<file path="config.mk">
export PLATFORM = sky130hd
export DESIGN_NAME = cpu_top
export DESIGN_NICKNAME = d
export VERILOG_FILES = /design/src/hdl/cpu_pkg.sv /design/src/hdl/cpu_top.sv /design/src/hdl/output_port.sv /design/src/hdl/execute_stage.sv /design/src/hdl/register_file.sv /design/src/hdl/decode_stage.sv /design/src/hdl/fetch_queue.sv
export SDC_FILE = /design/constraint.sdc
export NUM_CORES = 1
export LEC_CHECK = 0
export BUFFER_PORTS_ARGS = -buffer_cell sky130_fd_sc_hd__buf_2
export CAP_MARGIN = 20
export CORE_MARGIN = 5
export CORE_UTILIZATION = 45
export CTS_CLUSTER_SIZE = 40
export DETAILED_ROUTE_END_ITERATION = 8
export PLACE_DENSITY = 0.68
export SLEW_MARGIN = 10
export SYNTH_ARGS = -nofsm -noshare
export SYNTH_HDL_FRONTEND = slang
export SYNTH_SLANG_ARGS = --single-unit
</file>
<file path="constraint.sdc">
create_clock -name clk -period 9.8 [get_ports clk]
set_input_delay 0.98 -clock clk [delete_from_list [all_inputs] [get_ports clk]]
set_output_delay 0.98 -clock clk [all_outputs]
set_load 0.05 [all_outputs]
</file>
<file path="src/hdl/cpu_pkg.sv">
package cpu_pkg;

    localparam int XLEN        = 8;                   // data path width
    localparam int NUM_REGS    = 4;                   // r0..r3
    localparam int IMM_W       = 4;                   // immediate field width
    localparam int FETCH_DEPTH = 4;                   // queue slots == sender credits at reset
    localparam int OUT_CREDITS = 2;                   // output credits held after reset
    localparam int CREDIT_W    = $clog2(OUT_CREDITS + 1); // counter holds 0..OUT_CREDITS

    localparam logic [1:0] IMM_PREFIX = 2'b11;        // top bits selecting the LDI form

    typedef logic [XLEN-1:0]             word_t;
    typedef logic [$clog2(NUM_REGS)-1:0] reg_idx_t;

    typedef enum logic [3:0] {
        OP_NOP   = 4'd0,
        OP_MOV   = 4'd1,                              // ra <- rb
        OP_ADD   = 4'd2,                              // ra <- ra + rb
        OP_SUB   = 4'd3,                              // ra <- ra - rb
        OP_AND   = 4'd4,
        OP_OR    = 4'd5,
        OP_NOT   = 4'd6,                              // ra <- ~rb
        OP_INC   = 4'd7,                              // ra <- ra + 1
        OP_IN    = 4'd8,                              // ra <- in_port
        OP_OUT   = 4'd9,                              // out_port <- rb
        OP_RSV_A = 4'd10,                             // treated as nop
        OP_RSV_B = 4'd11,                             // treated as nop
        OP_LDI   = 4'd12                              // 12..15 all decode as ldi
    } opcode_t;

    typedef struct packed {
        opcode_t  opcode;                             // bits 7:4
        reg_idx_t ra;                                 // bits 3:2, also dest
        reg_idx_t rb;                                 // bits 1:0
    } reg_form_t;

    typedef struct packed {
        logic [1:0]       prefix;                     // 2'b11 for ldi
        reg_idx_t         rd;
        logic [IMM_W-1:0] imm;                        // zero extended on load
    } imm_form_t;

    // one byte decoded as either form
    typedef union packed {
        reg_form_t reg_form;
        imm_form_t imm_form;
    } instr_t;

    typedef struct packed {
        opcode_t          alu_op;
        logic             use_imm;                    // operand b from imm
        logic [IMM_W-1:0] imm;
        logic             reg_write;
        reg_idx_t         dest;
        logic             is_out;
    } ex_ctrl_t;

    typedef struct packed {
        logic     valid;                              // low == bubble
        ex_ctrl_t ctrl;
        reg_idx_t ra_idx;
        reg_idx_t rb_idx;
        word_t    ra_val;                             // in_port sample for IN
        word_t    rb_val;
    } id_ex_t;

    typedef struct packed {
        logic     valid;
        logic     reg_write;
        reg_idx_t dest;
        word_t    result;
        logic     is_out;
        word_t    out_val;                            // rb value for OUT
    } ex_wb_t;

endpackage
</file>
<file path="src/hdl/cpu_top.sv">
`timescale 1ns/1ns

module cpu_top (
    input  logic            clk,
    input  logic            rst,
    input  logic            instr_valid,            // only sent while a credit is held
    input  cpu_pkg::instr_t instr_data,
    output logic            instr_credit,           // one credit back per pulse
    input  cpu_pkg::word_t  in_port,
    output logic            out_valid,
    output cpu_pkg::word_t  out_data,
    input  logic            out_credit              // consumer returns one output credit
);

    cpu_pkg::instr_t   head;                        // queue head to decode
    logic              not_empty;
    logic              pop;
    logic              credit_avail;                // output credit held
    logic              out_issue;                   // OUT leaving decode
    cpu_pkg::reg_idx_t ra_idx;
    cpu_pkg::reg_idx_t rb_idx;
    cpu_pkg::word_t    ra_val;
    cpu_pkg::word_t    rb_val;
    cpu_pkg::id_ex_t   id_ex;
    cpu_pkg::ex_wb_t   ex_wb;                       // shared by rf write and output port

    fetch_queue fetch_queue_inst (
        .clk          (clk),
        .rst          (rst),
        .instr_valid  (instr_valid),
        .instr_data   (instr_data),
        .pop          (pop),
        .head         (head),
        .not_empty    (not_empty),
        .instr_credit (instr_credit)
    );

    decode_stage decode_stage_inst (
        .clk          (clk),
        .rst          (rst),
        .head         (head),
        .not_empty    (not_empty),
        .pop          (pop),
        .credit_avail (credit_avail),
        .out_issue    (out_issue),
        .in_port      (in_port),
        .ra_idx       (ra_idx),
        .rb_idx       (rb_idx),
        .ra_val       (ra_val),
        .rb_val       (rb_val),
        .id_ex        (id_ex)
    );

    register_file register_file_inst (
        .clk    (clk),
        .rst    (rst),
        .ra_idx (ra_idx),
        .rb_idx (rb_idx),
        .ra_val (ra_val),
        .rb_val (rb_val),
        .ex_wb  (ex_wb)
    );

    execute_stage execute_stage_inst (
        .clk   (clk),
        .rst   (rst),
        .id_ex (id_ex),
        .ex_wb (ex_wb)
    );

    output_port output_port_inst (
        .clk          (clk),
        .rst          (rst),
        .out_issue    (out_issue),
        .out_credit   (out_credit),
        .ex_wb        (ex_wb),
        .credit_avail (credit_avail),
        .out_valid    (out_valid),
        .out_data     (out_data)
    );

endmodule

</file>
<file path="src/hdl/output_port.sv">
`timescale 1ns/1ns

module output_port (
    input  logic            clk,
    input  logic            rst,
    input  logic            out_issue,              // credit spent at issue
    input  logic            out_credit,             // credit back from consumer
    input  cpu_pkg::ex_wb_t ex_wb,
    output logic            credit_avail,
    output logic            out_valid,
    output cpu_pkg::word_t  out_data
);

    logic [cpu_pkg::CREDIT_W-1:0] credits;

    always_ff @(posedge clk) begin
        if (rst) begin
            credits <= cpu_pkg::CREDIT_W'(cpu_pkg::OUT_CREDITS);
        end else begin
            case ({out_issue, out_credit})
                2'b10:   credits <= credits - 1'b1;
                2'b01:   credits <= credits + 1'b1;
                default: credits <= credits;        // spend and return cancel
            endcase
        end
    end

    assign credit_avail = (credits != '0);

    always_ff @(posedge clk) begin
        if (rst) begin
            out_valid <= 1'b0;
        end else begin
            out_valid <= ex_wb.valid && ex_wb.is_out;
        end
        out_data <= ex_wb.out_val;                  // qualified by out_valid
    end

endmodule

</file>
<file path="src/hdl/execute_stage.sv">
`timescale 1ns/1ns

module execute_stage (
    input  logic            clk,
    input  logic            rst,
    input  cpu_pkg::id_ex_t id_ex,
    output cpu_pkg::ex_wb_t ex_wb
);

    logic           wb_write;                       // ex_wb holds a live reg write
    logic           fwd_a;
    logic           fwd_b;
    cpu_pkg::word_t op_a;
    cpu_pkg::word_t rb_fwd;                         // forwarded rb, also OUT data
    cpu_pkg::word_t op_b;
    cpu_pkg::word_t alu_res;

    assign wb_write = ex_wb.valid && ex_wb.reg_write;

    // IN keeps its port sample in ra_val
    assign fwd_a = wb_write && (ex_wb.dest == id_ex.ra_idx)
                   && (id_ex.ctrl.alu_op != cpu_pkg::OP_IN);
    assign fwd_b = wb_write && (ex_wb.dest == id_ex.rb_idx);

    assign op_a   = fwd_a ? ex_wb.result : id_ex.ra_val;
    assign rb_fwd = fwd_b ? ex_wb.result : id_ex.rb_val;
    assign op_b   = id_ex.ctrl.use_imm ? cpu_pkg::word_t'(id_ex.ctrl.imm) : rb_fwd; // zero ext

    always_comb begin
        case (id_ex.ctrl.alu_op)
            cpu_pkg::OP_MOV: alu_res = op_b;
            cpu_pkg::OP_ADD: alu_res = op_a + op_b; // wraps mod 256
            cpu_pkg::OP_SUB: alu_res = op_a - op_b;
            cpu_pkg::OP_AND: alu_res = op_a & op_b;
            cpu_pkg::OP_OR:  alu_res = op_a | op_b;
            cpu_pkg::OP_NOT: alu_res = ~op_b;
            cpu_pkg::OP_INC: alu_res = op_a + 1'b1;
            cpu_pkg::OP_IN:  alu_res = op_a;        // sampled port value
            cpu_pkg::OP_LDI: alu_res = op_b;        // imm already selected
            default:         alu_res = '0;          // nop, out
        endcase
    end

    always_ff @(posedge clk) begin
        if (rst) begin
            ex_wb.valid <= 1'b0;
        end else begin
            ex_wb.valid <= id_ex.valid;             // no stall here
        end
        ex_wb.reg_write <= id_ex.ctrl.reg_write;
        ex_wb.dest      <= id_ex.ctrl.dest;
        ex_wb.result    <= alu_res;
        ex_wb.is_out    <= id_ex.ctrl.is_out;
        ex_wb.out_val   <= rb_fwd;
    end

endmodule

</file>
<file path="src/hdl/register_file.sv">
`timescale 1ns/1ns

module register_file (
    input  logic              clk,
    input  logic              rst,
    input  cpu_pkg::reg_idx_t ra_idx,
    input  cpu_pkg::reg_idx_t rb_idx,
    output cpu_pkg::word_t    ra_val,
    output cpu_pkg::word_t    rb_val,
    input  cpu_pkg::ex_wb_t   ex_wb                 // write port
);

    cpu_pkg::word_t regs [cpu_pkg::NUM_REGS];
    logic           wr_en;

    assign wr_en = ex_wb.valid && ex_wb.reg_write;

    always_ff @(posedge clk) begin
        if (rst) begin
            regs <= '{default: '0};                 // all regs start at zero
        end else if (wr_en) begin
            regs[ex_wb.dest] <= ex_wb.result;
        end
    end

    // write-through so decode sees this cycle's writeback
    assign ra_val = (wr_en && ex_wb.dest == ra_idx) ? ex_wb.result : regs[ra_idx];
    assign rb_val = (wr_en && ex_wb.dest == rb_idx) ? ex_wb.result : regs[rb_idx];

endmodule

</file>
<file path="src/hdl/decode_stage.sv">
`timescale 1ns/1ns

module decode_stage (
    input  logic              clk,
    input  logic              rst,
    input  cpu_pkg::instr_t   head,
    input  logic              not_empty,
    output logic              pop,
    input  logic              credit_avail,
    output logic              out_issue,
    input  cpu_pkg::word_t    in_port,
    output cpu_pkg::reg_idx_t ra_idx,
    output cpu_pkg::reg_idx_t rb_idx,
    input  cpu_pkg::word_t    ra_val,
    input  cpu_pkg::word_t    rb_val,
    output cpu_pkg::id_ex_t   id_ex
);

    cpu_pkg::ex_ctrl_t ctrl;
    logic              is_imm;                      // ldi form
    logic              is_out_op;
    logic              is_in_op;
    logic              issue;

    assign is_imm    = (head.imm_form.prefix == cpu_pkg::IMM_PREFIX);
    assign is_out_op = !is_imm && (head.reg_form.opcode == cpu_pkg::OP_OUT);
    assign is_in_op  = !is_imm && (head.reg_form.opcode == cpu_pkg::OP_IN);

    always_comb begin
        ctrl = '0;
        if (is_imm) begin
            ctrl.alu_op    = cpu_pkg::OP_LDI;
            ctrl.use_imm   = 1'b1;
            ctrl.imm       = head.imm_form.imm;
            ctrl.reg_write = 1'b1;
            ctrl.dest      = head.imm_form.rd;
        end else begin
            ctrl.alu_op = head.reg_form.opcode;
            ctrl.dest   = head.reg_form.ra;         // ra is always the target
            case (head.reg_form.opcode)
                cpu_pkg::OP_MOV, cpu_pkg::OP_ADD, cpu_pkg::OP_SUB, cpu_pkg::OP_AND,
                cpu_pkg::OP_OR,  cpu_pkg::OP_NOT, cpu_pkg::OP_INC, cpu_pkg::OP_IN: begin
                    ctrl.reg_write = 1'b1;
                end
                cpu_pkg::OP_OUT: ctrl.is_out = 1'b1;
                default: ctrl.alu_op = cpu_pkg::OP_NOP; // nop and codes 10/11
            endcase
        end
    end

    // OUT waits at the head until an output credit is free
    assign issue     = not_empty && (!is_out_op || credit_avail);
    assign pop       = issue;
    assign out_issue = issue && is_out_op;

    assign ra_idx = head.reg_form.ra;               // ldi ignores this read
    assign rb_idx = head.reg_form.rb;

    always_ff @(posedge clk) begin
        if (rst) begin
            id_ex.valid <= 1'b0;
        end else begin
            id_ex.valid <= issue;                   // bubble when stalled or empty
        end
        id_ex.ctrl   <= ctrl;
        id_ex.ra_idx <= ra_idx;
        id_ex.rb_idx <= rb_idx;
        id_ex.ra_val <= is_in_op ? in_port : ra_val; // port sample rides in ra_val
        id_ex.rb_val <= rb_val;
    end

endmodule

</file>
<file path="src/hdl/fetch_queue.sv">
`timescale 1ns/1ns

module fetch_queue (
    input  logic            clk,
    input  logic            rst,
    input  logic            instr_valid,
    input  cpu_pkg::instr_t instr_data,
    input  logic            pop,                    // decode took the head
    output cpu_pkg::instr_t head,
    output logic            not_empty,
    output logic            instr_credit
);

    localparam int PTR_W = $clog2(cpu_pkg::FETCH_DEPTH);
    localparam int CNT_W = $clog2(cpu_pkg::FETCH_DEPTH + 1);

    cpu_pkg::instr_t   mem [cpu_pkg::FETCH_DEPTH];  // instruction slots
    logic [PTR_W-1:0]  wr_ptr;
    logic [PTR_W-1:0]  rd_ptr;
    logic [CNT_W-1:0]  count;

    always_ff @(posedge clk) begin
        if (instr_valid) begin
            mem[wr_ptr] <= instr_data;              // credits guarantee a free slot
        end
    end

    always_ff @(posedge clk) begin
        if (rst) begin
            wr_ptr <= '0;
            rd_ptr <= '0;
            count  <= '0;
        end else begin
            if (instr_valid) wr_ptr <= wr_ptr + 1'b1;   // wraps at depth
            if (pop)         rd_ptr <= rd_ptr + 1'b1;
            case ({instr_valid, pop})
                2'b10:   count <= count + 1'b1;
                2'b01:   count <= count - 1'b1;
                default: count <= count;            // both or neither
            endcase
        end
    end

    assign head         = mem[rd_ptr];
    assign not_empty    = (count != '0);
    assign instr_credit = pop;                      // slot freed this cycle

endmodule

</file>
# Yosys cells after proc, flatten, opt, wreduce, memory -nomap -nowiden
# Memories as Yosys holds them, arrays and structs flattened. A register that Yosys moved wholly into a read port is not among the register bits.
# Index checks and enable logic that the tools add are counted.
[totals] output_inout_bits=10 in_bits=20 ram_bits=32 word_cells=127 reg_bits=105 memories=1
[mem_list] memory="fetch_queue_inst.mem" words=4 word_bits=8 read_ports=1 rd_ports_with_merged_regs=1 wr=1 line_no="fetch_queue.sv:17" text="cpu_pkg::instr_t mem [cpu_pkg::FETCH_DEPTH];"
[classes] n_eq_ne=28 order_cmp=4 n_addsub=9 muxes=27 bitwise=7 reduce_logical=23
[ops] cell="two-way mux 8 bit" n=11
[ops] cell="one-hot mux 8 bit (8 select lines)" n=1
[ops] cell="binary-select mux 8 bit (select 2 bit)" n=2
[ops] cell="bitwise mux 32 bit" n=1
[ops] cell="equality test 4 x 3 -> 1 bit (second input constant)" n=8
[ops] cell="demux 8 bit (select 2 bit)" n=1
[ops] cell="equality test 4 x 2 -> 1 bit (second input constant)" n=4
[ops] cell="equality test 4 bit (second input constant)" n=4
[ops] cell="logical AND 1 bit" n=12
[ops] cell=">= comparator 3 bit (second input constant)" n=3
[ops] cell="NOT 2 -> 3 bit" n=3
[ops] cell="OR reduction 9 bit" n=1
[ops] cell="adder 8 x 1 -> 8 bit (second input constant)" n=1
[ops] cell="adder 8 bit" n=1
[ops] cell="bitwise AND 8 bit" n=1
[ops] cell="equality test 2 bit" n=4
[ops] cell="equality test 4 x 1 -> 1 bit (second input constant)" n=2
[ops] cell="NOT 8 bit" n=1
[ops] cell="OR 8 bit" n=1
[ops] cell="OR reduction 8 bit" n=1
[ops] cell="subtractor 8 bit" n=1
[ops] cell="adder 2 x 1 -> 2 bit (second input constant)" n=3
[ops] cell="equality test 2 bit (second input constant)" n=3
[ops] cell="two-way mux 2 bit" n=3
[ops] cell="17 further kinds" n=25

# Logic depth before layout (Yosys ltp)
# Gate-level depths: netlist (run 1).
[depth] ltp_word=9 mapped_depth=17 mapped_depth_nobuf=16

# Modules after synthesis
# From an unflattened synthesis (run 1), not the netlist that was laid out.
[hier_totals] cells_unflattened=591 hier_area_um2=6545.0
[modules_own_cells] mod="execute_stage" area_each_um2=1860.5 seq_area_each_um2=420.4 n_inst=1 cells_each=230
[modules_own_cells] mod="register_file" area_each_um2=1819.2 seq_area_each_um2=640.6 n_inst=1 cells_each=181
[modules_own_cells] mod="fetch_queue" area_each_um2=1584.0 seq_area_each_um2=1141.1 n_inst=1 cells_each=85
[modules_own_cells] mod="decode_stage" area_each_um2=991.0 seq_area_each_um2=680.7 n_inst=1 cells_each=73
[modules_own_cells] mod="output_port" area_each_um2=290.3 seq_area_each_um2=220.2 n_inst=1 cells_each=22

# Worst setup path before layout (run 1)
# No wires, ideal clock.
[synth_path] path_type="register -> register" from="reg (tool-made name)" to="reg fetch_queue_inst.count[2]" required_time_ps=9730 setup_time_ps=70 path_stages_with_launch=12 t_arrival_ps=3697 synth_period_minus_slack_ps=3768 path_slack_ps=6032 n_path_buf=1 path_cell_list="dfxtp_1 buf_2 mux4_2 or3b_2 nor2_2 a21oi_1 ha_1 inv_1 fa_1 xor2_1 or3_1 a21oi_1"
[synth_rtl] element="to (signal assigned)" line_no="fetch_queue.sv:37" text="2'b10: count <= count + 1'b1;"
[synth_rtl] element="to (signal assigned)" line_no="fetch_queue.sv:38" text="2'b01: count <= count - 1'b1;"
[synth_rtl] element="to (signal assigned)" line_no="fetch_queue.sv:39" text="default: count <= count;"
[synth_rtl] element="to (decl)" line_no="fetch_queue.sv:20" text="logic [CNT_W-1:0] count;"

# Worst setup path after layout (run 1)
[layout_path] from="reg, netlist name execute_stage_inst.ex_wb[18]" to="reg, netlist name execute_stage_inst.ex_wb[16]"
[layout_via] elab_chain_len=6 word_cells_on_any_way=15 classes_between="3 x add/sub; 2 x eq/ne; 4 x mux; 3 x bitwise; 3 x reduce/logical"
[layout_lines] element="equality test 2 bit (on tied branches)" line_no="execute_stage.sv:23, execute_stage.sv:21"
[layout_lines] element="logical AND 1 bit (on tied branches)" line_no="execute_stage.sv:23, execute_stage.sv:21"
[layout_lines] element="two-way mux 8 bit / logical AND 1 bit (equally long branches)" line_no="execute_stage.sv:26, execute_stage.sv:22"
[layout_lines] element="two-way mux 8 bit (on tied branches)" line_no="execute_stage.sv:27, execute_stage.sv:25"
[layout_lines] element="subtractor 8 bit (tied with other cells)" line_no="execute_stage.sv:33" text="cpu_pkg::OP_SUB: alu_res = op_a - op_b;"
[layout_lines] element="one-hot mux 8 bit (8 select lines) (*)" line_no="execute_stage.sv:30" text="case (id_ex.ctrl.alu_op)"
# Mark *: on every way between the ends. The rest lies on a longest branch, timed or not.
# A chain may end at the register's enable or synchronous reset.

==> summary.md, run 1 <==
| Metric | Value |
|---|---|
| Fraction of layout cells with a size suffix above 1 | a little under a fifth |
| Total GRT Usage | 18.1% |
| Via density | ~5.6 |
| Arr. time, crit path | 4.43 ns |
| Initial antenna violation count | 0 |
| Element type at the critical path end | flop |
| Post-synthesis net count | 629 |
| Fin crit period | 4.08 ns |
| Row count | 43 |
| Final antenna-violating net count | 0 |
| Max-Cap Viols | 0 |
| PortBufs | 29 |
| Startpoint Class | flop |
| Diode count | 0 |
| Starting density of the core | 45.8% |
| RSZ-0062 raised after global routing | false |
| Core ar. | about 14000 sq um |
| Reg area | between 3000 and 4000 sq um |
| CTS tree | yes |
| Area after DPL | 6570 sq um |
| Ys Warns | 0 |
| Setup violations, final | 0 |
| Hold Crit Class | flop to flop |
| Most common cell in the synthesized netlist | dfxtp_1 |
| Max Freq | 245 MHz |
| Die Ht | around 130 microns |
| Clock Sinks | roughly 140 |
| Starting DRT DRC Count | 372 |
| Area Growth Syn to Fin | 13.3% |
| Die area | 16600 sq um |
| Cell count after synthesis | 593 |
| Total CTS buffers | 17 |
| Final Hold Viols | 0 |
| Max Root-Sink Buffers | 2 |
| Synth top area share | 33.8% |
| Flops & latches, synth | between 100 and 150 |
| Mapped Area | 6340 sq um |
| Syn avg cell area | 10.7 sq um |
| Post-DP HPWL | 10.1 mm |
| Max transition margin | 32.5% |
| Post-synth EDFFs | 32 |
| Synth Flop Type | dfxtp_1 |
| Largest net degree at the start of global routing | between 40 and 50 |
| Routed wire length | between 10 and 15 mm |
| Clock transition at path regs | roughly 0.060 ns |
| Commonest cells in the netlist | dfxtp_1 (107), nand2_1 (82), a21oi_1 (43), nor2_1 (39), edfxtp_1 (32) |
| Cts repair resizes | 0 |
| Status | finished, final reports clean |
| Crit Path Class | flop to flop |
| Vias in the first global route | approximately 4400 |
| Crit-path max FO | 11 |
| CTS root buffer | clkbuf_16 |
| Seq/Total Area, Yosys | between 40% and 50% |
| Final setup TNS | 0 ns |
| Worst-Margin Slew | 1.01 ns |
| Htree depth | 4 |
| Yosys top cell by area | dfxtp_1 |
| Hold-fix buffers, CTS | 0 |
| Pwr dens | 286 nW/um^2 |
| First-pass GRT wire length | 22.9 mm |
| Final GP Congestion | 0.853 |
| Die width | 129 microns |
| Crit path required time | 10.14 ns |
| Routed vias | 4481 |
| # DRC | 0 |
| Fillers | 1208 |
| Ports | 30 |
| Multi-input gate area | approximately 3000 sq um |
| Fraction of registers with async set or reset after synthesis | 0% |
| Design area | between 7000 and 8000 sq um |
| Post-CTS Setup Bufs | 0 |
| Clk_lat worst skew | 0.42 ns |
| Leakage | approximately 2.8 nW |
| GRT overflow | 0 |
| Wire per inst | 17.8 microns |
| Final layout net count | between 600 and 700 |
| Top cells by area, synth | dfxtp_1 (34%), edfxtp_1 (15%), mux4_2 (8.5%) |
| Synth unique cells | 61 |
| Drt pass-1 iters | 5 |
| Fin cells | between 800 and 900 |
| Dpl cells | 770 |
| Fin crit share | 41.7% |
| Peak VDD IR | 0.161 mV |
| Slew Viols, Final | 0 |
| Clock skew | 0.00901 ns |
sequential cells by signal, summed over array words and instances, names as in the netlist, 3 cells and up, named ones only:
signal and flops:
output_port_inst.out_data 8, fetch_queue_inst.mem 32, register_file_inst.regs 32, decode_stage_inst.id_ex 34
execute_stage_inst.ex_wb 21, fetch_queue_inst.count 3
worst paths after layout:
kind                                startpoint  slack [ns]                           end  depth (start not counted)
setup reg to reg  execute_stage_inst.ex_wb[18]        5.72  execute_stage_inst.ex_wb[16]                         15
hold reg to reg    execute_stage_inst.ex_wb[3]        0.32  output_port_inst.out_data[3]                          0
setup / recovery  execute_stage_inst.ex_wb[18]        5.72  execute_stage_inst.ex_wb[16]                         15
hold / removal     execute_stage_inst.ex_wb[3]        0.32  output_port_inst.out_data[3]                          0
worst max-delay path: stages (launching register included):
cell and delay [ns]:
dfxtp_1 0.62, xor2_1 0.48, o31ai_1 0.18, a31oi_1 0.42, inv_1 0.15, ha_1 0.32
nand3_1 0.08, o21ai_0 0.15, ha_1 0.32, a21oi_1 0.16, nor2b_1 0.08, o31ai_1 0.35
a21oi_1 0.14, xnor2_1 0.16, and4_2 0.23, o31ai_2 0.15
routing by layer:
metal  global-route usage, %  part of all wire, %  vias to the layer above
met2                    29.9                   50                      114
met3                    5.06                  4.8                       26
met1                    22.1                   42                     2173
met4                    8.34                  2.6                        0
li1                        -                    -                     2168
met5                       0                    0                        -
logic make-up (layout without fill, tap and decap cells):
logic type,Yosys count,after routing,share of synthesized area [%]
mux,59,59,14.3
simple gates,188,188,14.2
flops,139,139,49.0
compound gates,115,115,11.6
buf+inv,48,77,3.10
fa+ha+maj,16,16,3.40
xor+xnor,28,28,4.40
layout make-up:
class                           instances  share of cell area, %
Clock inverter                         13                   2.33
Sequential cell                       139                   43.2
Inverter                               16                  0.836
Clock buffer                           19                   6.17
Multi-Input combinational cell        406                   42.3
Timing Repair Buffer                   29                   2.02
Tap cell                              180                   3.14
where the power goes:
group	internal [mW]	switching, mW	leakage [nW]	total, mW
registers	0.673	0.137	1.17	0.811
logic	0.241	0.347	1.33	0.589
clock network	0.408	0.243	0.289	0.651
cells in the final DEF, fill, tap and decap left out, types with 3 or more instances in the layout:
cell and instances:
a21o_1 4, nand3_1 6, nor3_1 4, o31ai_1 8, inv_1 16, dfxtp_1 107
nor2b_1 8, o221ai_1 4, nand2b_1 8, buf_2 29, ha_1 14, nand4_1 7
nor2_1 39, mux2i_1 21, o21a_1 4, xnor2_1 12, and2_1 10, clkinv_4 3
clkinvlp_4 3, nand2_1 82, o22ai_1 4, xor2_1 13, bufinv_16 3, mux2_2 14
o21ai_0 22, edfxtp_1 32, or3_1 4, and3_1 5, mux4_2 24, a32oi_1 3
a31oi_1 5, clkbuf_16 17, a21oi_1 43
stage by stage:
step / util (%) / worst slack [ns] / hold WS (ns) / power (mW)
after CTS: 51.9 / 5.77 / 0.324 / 2.06
after detailed placement: 47.5 / 5.81 / 0.312 / 1.41
final: 51.9 / 5.72 / 0.323 / 2.05
after global placement: 47.5 / 5.94 / 0.312 / 1.40
after global routing: 51.9 / 5.36 / 0.331 / 2.16
after floorplan: - / 6.03 / 0.310 / 1.26
No activity file was read; power rests on OpenSTA's default activity.
==> run 2, diff against run 1 <==
==> constraint.sdc (replaced) <==
create_clock -name clk -period 4.1 [get_ports clk]
set_input_delay 0.41 -clock clk [delete_from_list [all_inputs] [get_ports clk]]
set_output_delay 0.41 -clock clk [all_outputs]
set_load 0.05 [all_outputs]
==> summary.md, run 2 (synthesis gave the netlist of run 1 again) <==
| Metric | Value |
|---|---|
| Post-DP HPWL | 10.2 mm (+1.7%) |
| Via density | 5.60 (+0.28%) |
| Startpoint Class | flop |
| Row count | 43 (unchanged) |
| Reg2reg setup slack | 0.41 ns (-5.30 ns) |
| Fin crit period | 3.69 ns (-0.398 ns) |
| Vias in the first global route | 4600 (+3.7%) |
| Core ar. | 13800 sq um (unchanged) |
| PortBufs | 29 (unchanged) |
| Ports | 30 (unchanged) |
| Commonest non-fill, non-tap cells in the layout | dfxtp_1 (106), nand2_1 (82), a21oi_1 (43) |
| Worst-Margin Slew | 0.985 ns (-0.0215 ns) |
| Initial antenna violation count | 0 (unchanged) |
| Area after DPL | 6640 sq um (+1.0%) |
| Die width | 129 microns (unchanged) |
| Largest net degree at the start of global routing | 46 (unchanged) |
| Die area | 16600 sq um (unchanged) |
| Status | finished, final reports clean |
| Clock skew | 0.00922 ns (+0.000213 ns) |
| Slowest library cell on the worst path | nor4_4 |
| Wire per inst | 18.1 microns (+1.8%) |
| Leakage | 2.83 nW (+1.7%) |
| Setup violations, final | 0 (unchanged) |
| Final GP Congestion | 1.00 (+17%) |
| Total GRT Usage | 18.6% (+0.46 points) |
| Largest registers | decode_stage_inst.id_ex (34), fetch_queue_inst.mem (32), register_file_inst.regs (32) |
| Clock transition at path regs | 0.06 ns (about the same) |
| Routed vias | 4544 (+1.4%) |
| Final setup TNS | 0 ns (unchanged) |
| Drt pass-1 iters | 5 (unchanged) |
| Crit path required time | 4.38 ns (-5.76 ns) |
| GRT overflow | 0 (unchanged) |
| Routed wire length | 14.7 mm (+2.9%) |
| Diode count | 0 (unchanged) |
| Fillers | 1200 (-0.66%) |
| Element type at the critical path end | flop |
| Fin crit share | 89.9% (+48 points) |
| Starting DRT DRC Count | 499 (+34%) |
| Peak VDD IR | 0.400 mV (+150%) |
| Starting density of the core | 45.8% (unchanged) |
| Crit-path max FO | 9 (-2) |
| Crit Path Class | flop to flop |
| Total CTS buffers | 17 (unchanged) |
| CP delay by family, top | compound AO/OA/AOI/OAI gates |
| Crit path largest cell delay | 0.61 ns (about the same) |
| Max reg flops | 34 (unchanged) |
| RSZ-0062 raised after global routing | false |
| Post-CTS Setup Bufs | 0 (unchanged) |
| First-pass GRT wire length | 23.7 mm (+3.4%) |
| Max-Cap Viols | 0 (unchanged) |
| Biggest register | decode_stage_inst.id_ex |
| Max Root-Sink Buffers | 2 (unchanged) |
| CTS root buffer | clkbuf_16 |
| Max Freq | 271 MHz (+11%) |
| Htree depth | 4 (unchanged) |
| Slew Viols, Final | 0 (unchanged) |
| Die Ht | 129 microns (unchanged) |
| Clock Sinks | 139 (unchanged) |
| # DRC | 0 (unchanged) |
| Final antenna-violating net count | 0 (unchanged) |
| Arr. time, crit path | 3.97 ns (-0.46 ns) |
| Power Total | 4.96 mW (+140%) |
| Fraction of layout cells with a size suffix above 1 | 20.0% (+1.8 points) |
| Area Growth Syn to Fin | 14.4% |
| Crit-path most repeated cell | a21o_1 |
| Clk_lat worst skew | 0.42 ns (about the same) |
| Pwr dens | 685 nW/um^2 (+140%) |
| CTS tree | yes |
| CP bufs+invs | 1 (unchanged) |
| Max transition margin | 34.0% (+1.4 points) |
| Design area | 7250 sq um (+0.92%) |
| Most common cell after layout, fill and taps aside | dfxtp_1 |
| Final Hold Viols | 0 (unchanged) |
| Final layout net count | 654 (+1.4%) |
| Critical-path cell list | buf_4 > xor2_1 > nor4_4 > mux2_2 > ha_1 > fa_1 > a21o_1 > a21o_1 > a21o_1 > a21oi_1 > xor2_1 > o221ai_1 |
| Hold Crit Class | primary input to flop |
-- run 2: per-stage QoR --
stage | utilization [%] | setup WS, ns | instances | hold slack, ns
floorplan | - | 0.332 | 593 | 0.310
global placement | 48.0 | 0.424 | 779 | 0.310
detailed placement | 48.0 | 0.299 | 779 | 0.312
CTS | 52.4 | 0.271 | 811 | 0.178
global route | 52.4 | 0.173 | 811 | 0.189
finish | 52.4 | 0.413 | 811 | 0.197
-- run 2: routing by layer --
metal | GRT usage [%] | part of all wire, %
met5 | 0 | 0
met4 | 8.40 | 2.6
met1 | 23.2 | 43
met3 | 4.73 | 5.0
met2 | 30.4 | 49
-- run 2: path summary, 6_finish.rpt --
check	startpoint	to	cells after the start
max	execute_stage_inst.ex_wb[17]	execute_stage_inst.ex_wb[15]	12
min	instr_data[3]	fetch_queue_inst.mem[0][3]	1
max reg2reg	execute_stage_inst.ex_wb[17]	execute_stage_inst.ex_wb[15]	12
min reg2reg	decode_stage_inst.id_ex[22]	execute_stage_inst.ex_wb[18]	0
-- run 2: what timing repair did --
action | 4_1_cts | 5_1_grt
gates resized for setup | 0 | 2
hold buffers | 0 | 0
setup endpoints to repair | 0 | 2
-- run 2: power breakdown --
group	total [mW]	switching (mW)	internal [mW]
logic	1.60	0.966	0.631
registers	1.83	0.221	1.61
clock network	1.54	0.616	0.920
total	4.96	1.80	3.16
-- run 2: worst register-to-register path, stage by stage (launching register included) --
cell and delay, ns:
dfxtp_1 0.49, buf_4 0.24, xor2_1 0.11, nor4_4 0.61, mux2_2 0.44, ha_1 0.23
fa_1 0.41, a21o_1 0.18, a21o_1 0.19, a21o_1 0.18, a21oi_1 0.19, xor2_1 0.18
o221ai_1 0.12
-- run 2: area by class of cell --
type                       count  area, sq um  area share, %
timing repair buffer          38          213           2.93
multi-input combinational    406         3050           42.0
sequential                   139         3100           42.8
inverter                      16         60.1          0.828
clock inverter                13          126           1.74
tap                          180          225           3.11
clock buffer                  19          475           6.56
==> run 3, diff against run 2 <==
--- a/config.mk
+++ b/config.mk
@@ -7,11 +7,13 @@
 export LEC_CHECK = 0
 export BUFFER_PORTS_ARGS = -buffer_cell sky130_fd_sc_hd__buf_2
 export CAP_MARGIN = 20
+export CELL_PAD_IN_SITES_DETAIL_PLACEMENT = 1
+export CELL_PAD_IN_SITES_GLOBAL_PLACEMENT = 2
 export CORE_MARGIN = 5
-export CORE_UTILIZATION = 45
+export CORE_UTILIZATION = 41
 export CTS_CLUSTER_SIZE = 40
 export DETAILED_ROUTE_END_ITERATION = 8
-export PLACE_DENSITY = 0.68
+export PLACE_DENSITY = 0.86
 export SLEW_MARGIN = 10
 export SYNTH_ARGS = -nofsm -noshare
 export SYNTH_HDL_FRONTEND = slang
==> summary.md, run 3 (synthesis gave the netlist of run 1 again) <==
| Metric | Value |
|---|---|
| Vias in the first global route | 5000 (+8.7%) |
| PortBufs | 29 (unchanged) |
| Commonest non-fill, non-tap cells in the layout | dfxtp_1 (106), nand2_1 (82), a21oi_1 (43) |
| Reg2reg path depth | 14 (+2) |
| Max reg flops | 34 (unchanged) |
| Biggest register | decode_stage_inst.id_ex |
| First-pass GRT wire length | 27.0 mm (+14%) |
| Final GP Congestion | 0.846 (-15%) |
| Via density | 5.63 (+0.55%) |
| Power Total | 5.04 mW (+1.6%) |
| Die area | 18000 sq um (+9.0%) |
| Met1 wire length | 7.02 mm (+9.9%) |
| Starting density of the core | 41.7% (-4.1 points) |
| Slew Viols, Final | 0 (unchanged) |
| Hold EP | decode_stage_inst.id_ex[13] |
| Crit Path Class | flop to flop |
| Max transition margin | 33.1% (-0.90 points) |
| Arr. time, crit path | 4.13 ns (+0.16 ns) |
| HP Start | in_port[5] |
| Clock Sinks | 139 (unchanged) |
| Reg2reg setup slack | 0.26 ns (-0.16 ns) |
| Clock skew | 0.00664 ns (-0.00258 ns) |
| Final antenna-violating net count | 0 (unchanged) |
| Max Freq | 260 MHz (-4.1%) |
| Largest net degree at the start of global routing | 46 (unchanged) |
| Largest registers | decode_stage_inst.id_ex (34), fetch_queue_inst.mem (32), register_file_inst.regs (32) |
| Routed wire length | 16.4 mm (+11%) |
| Max Root-Sink Buffers | 2 (unchanged) |
| Leakage | 2.85 nW (+0.55%) |
| Post-CTS Setup Bufs | 0 (unchanged) |
| Reg-to-Reg Start | execute_stage_inst.ex_wb[18] |
| Final layout net count | 657 (+0.46%) |
| Total CTS buffers | 17 (unchanged) |
| Crit path required time | 4.39 ns (about the same) |
| Ports | 30 (unchanged) |
| Cts repair resizes | 0 (unchanged) |
| Dpl cells | 790 (+1.4%) |
| Total GRT Usage | 19.2% (+0.58 points) |
| Fin crit period | 3.84 ns (+0.158 ns) |
| Row count | 45 (+4.7%) |
| Peak VDD IR | 0.458 mV (+15%) |
| Startpoint Class | flop |
| DR WL met2 | 8.36 mm (+16%) |
| Diode count | 0 (unchanged) |
| Hold-fix buffers, CTS | 0 (unchanged) |
| Fin cells | 822 (+1.4%) |
| Element type at the critical path end | flop |
| Metal3 WL | 515 microns (-29%) |
| Drt pass-1 iters | 4 (-1) |
| Core ar. | 15200 sq um (+9.9%) |
| Most common cell after layout, fill and taps aside | dfxtp_1 |
| Fin crit share | 93.8% (+3.8 points) |
| Max-Cap Viols | 0 (unchanged) |
| Crit-path max FO | 11 (+2) |
| CTS root buffer | clkbuf_16 |
| Worst-Margin Slew | 0.999 ns (+0.0135 ns) |
| # DRC | 0 (unchanged) |
| Die width | 134 microns (+4.4%) |
| Setup violations, final | 0 (unchanged) |
| Clk_lat worst skew | 0.42 ns (about the same) |
| Worst R2R End | execute_stage_inst.ex_wb[15] |
| Die Ht | 134 microns (+4.4%) |
| Post-DP HPWL | 11.8 mm (+15%) |
| Fraction of layout cells with a size suffix above 1 | 20.2% (+0.22 points) |
| Top sig layer | met4 |
| Final setup TNS | 0 ns (unchanged) |
| RSZ-0062 raised after global routing | false |
| Clock transition at path regs | 0.06 ns (about the same) |
| Initial antenna violation count | 0 (unchanged) |
| Pwr dens | 692 nW/um^2 (+1.1%) |
| Hold Crit Class | primary input to flop |
| Htree depth | 4 (unchanged) |
| GRT overflow | 0 (unchanged) |
| Wire per inst | 19.9 microns (+9.9%) |
| Area Growth Syn to Fin | 15.0% |
| Starting DRT DRC Count | 281 (-44%) |
| Routed vias | 4631 (+1.9%) |
| Hold Path Stages | 3 (+2) |
| Status | finished, final reports clean |
| Final Hold Viols | 0 (unchanged) |
| CTS tree | yes |
-- run 3: cell types whose count changed in the layout (fill, tap and decap cells not counted), sizes merged --
cell,previous run,this run
clkinv,2,7
inv,23,18
buf,38,41
bufinv,1,3
clkbuf,19,18
clkinvlp,3,2
-- run 3: area by class of cell --
class	count	area, sq um
timing repair buffer	41	235
fill	1651	7920
clock inverter	14	170
sequential	139	3100
tap	188	235
clock buffer	18	429
inverter	16	60.1
multi-input combinational	406	3050
-- run 3: worst max-delay path by stage --
| stage | from | end | slack [ns] | depth (start not counted) |
|---|---|---|---|---|
| 2_1_floorplan | flop | fetch_queue_inst.count[2] | 0.33 | 11 |
| 3_3_place_gp | execute_stage_inst.ex_wb[17] | execute_stage_inst.ex_wb[16] | 0.38 | 14 |
| 3_5_place_dp | execute_stage_inst.ex_wb[17] | execute_stage_inst.ex_wb[15] | 0.26 | 14 |
| 4_1_cts | execute_stage_inst.ex_wb[17] | execute_stage_inst.ex_wb[15] | 0.20 | 14 |
| 5_1_grt | execute_stage_inst.ex_wb[18] | execute_stage_inst.ex_wb[16] | 0.03 | 14 |
| 6_report | execute_stage_inst.ex_wb[18] | execute_stage_inst.ex_wb[15] | 0.26 | 14 |
-- run 3: worst max-delay path, stage by stage, from the launching register on --
cell and delay (ns):
dfxtp_1 0.67, xor2_2 0.24, o31a_1 0.36, o31a_1 0.33, inv_1 0.10, ha_1 0.23
nand3_1 0.10, o21ai_0 0.16, fa_1 0.48, a21o_1 0.18, a21o_1 0.19, a21o_1 0.18
a21oi_1 0.17, xor2_1 0.18, o221ai_1 0.12
-- run 3: routing by layer --
layer  vias to the layer above  global-route usage [%]
met3                        33                    3.90
li1                       2187                       -
met1                      2312                    23.6
met2                        99                    32.8
met4                         0                    8.14
met5                         -                       0
-- run 3: stage by stage --
| stage | setup slack [ns] | hold slack, ns | utilization, % | instance area (sq um) |
|---|---|---|---|---|
| after floorplan | 0.332 | 0.310 | - | 6340 |
| after global placement | 0.385 | 0.310 | 43.9 | 6670 |
| after detailed placement | 0.264 | 0.313 | 43.9 | 6670 |
| after CTS | 0.196 | 0.181 | 47.8 | 7270 |
| after global routing | 0.0264 | 0.188 | 47.9 | 7290 |
| final | 0.255 | 0.192 | 47.9 | 7290 |
-- run 3: power by group --
group | switching (mW) | internal [mW] | leakage (nW)
Sequential | 0.242 | 1.61 | 1.17
Combinational | 1.01 | 0.635 | 1.39
Clock | 0.594 | 0.958 | 0.290
Total | 1.84 | 3.20 | 2.85
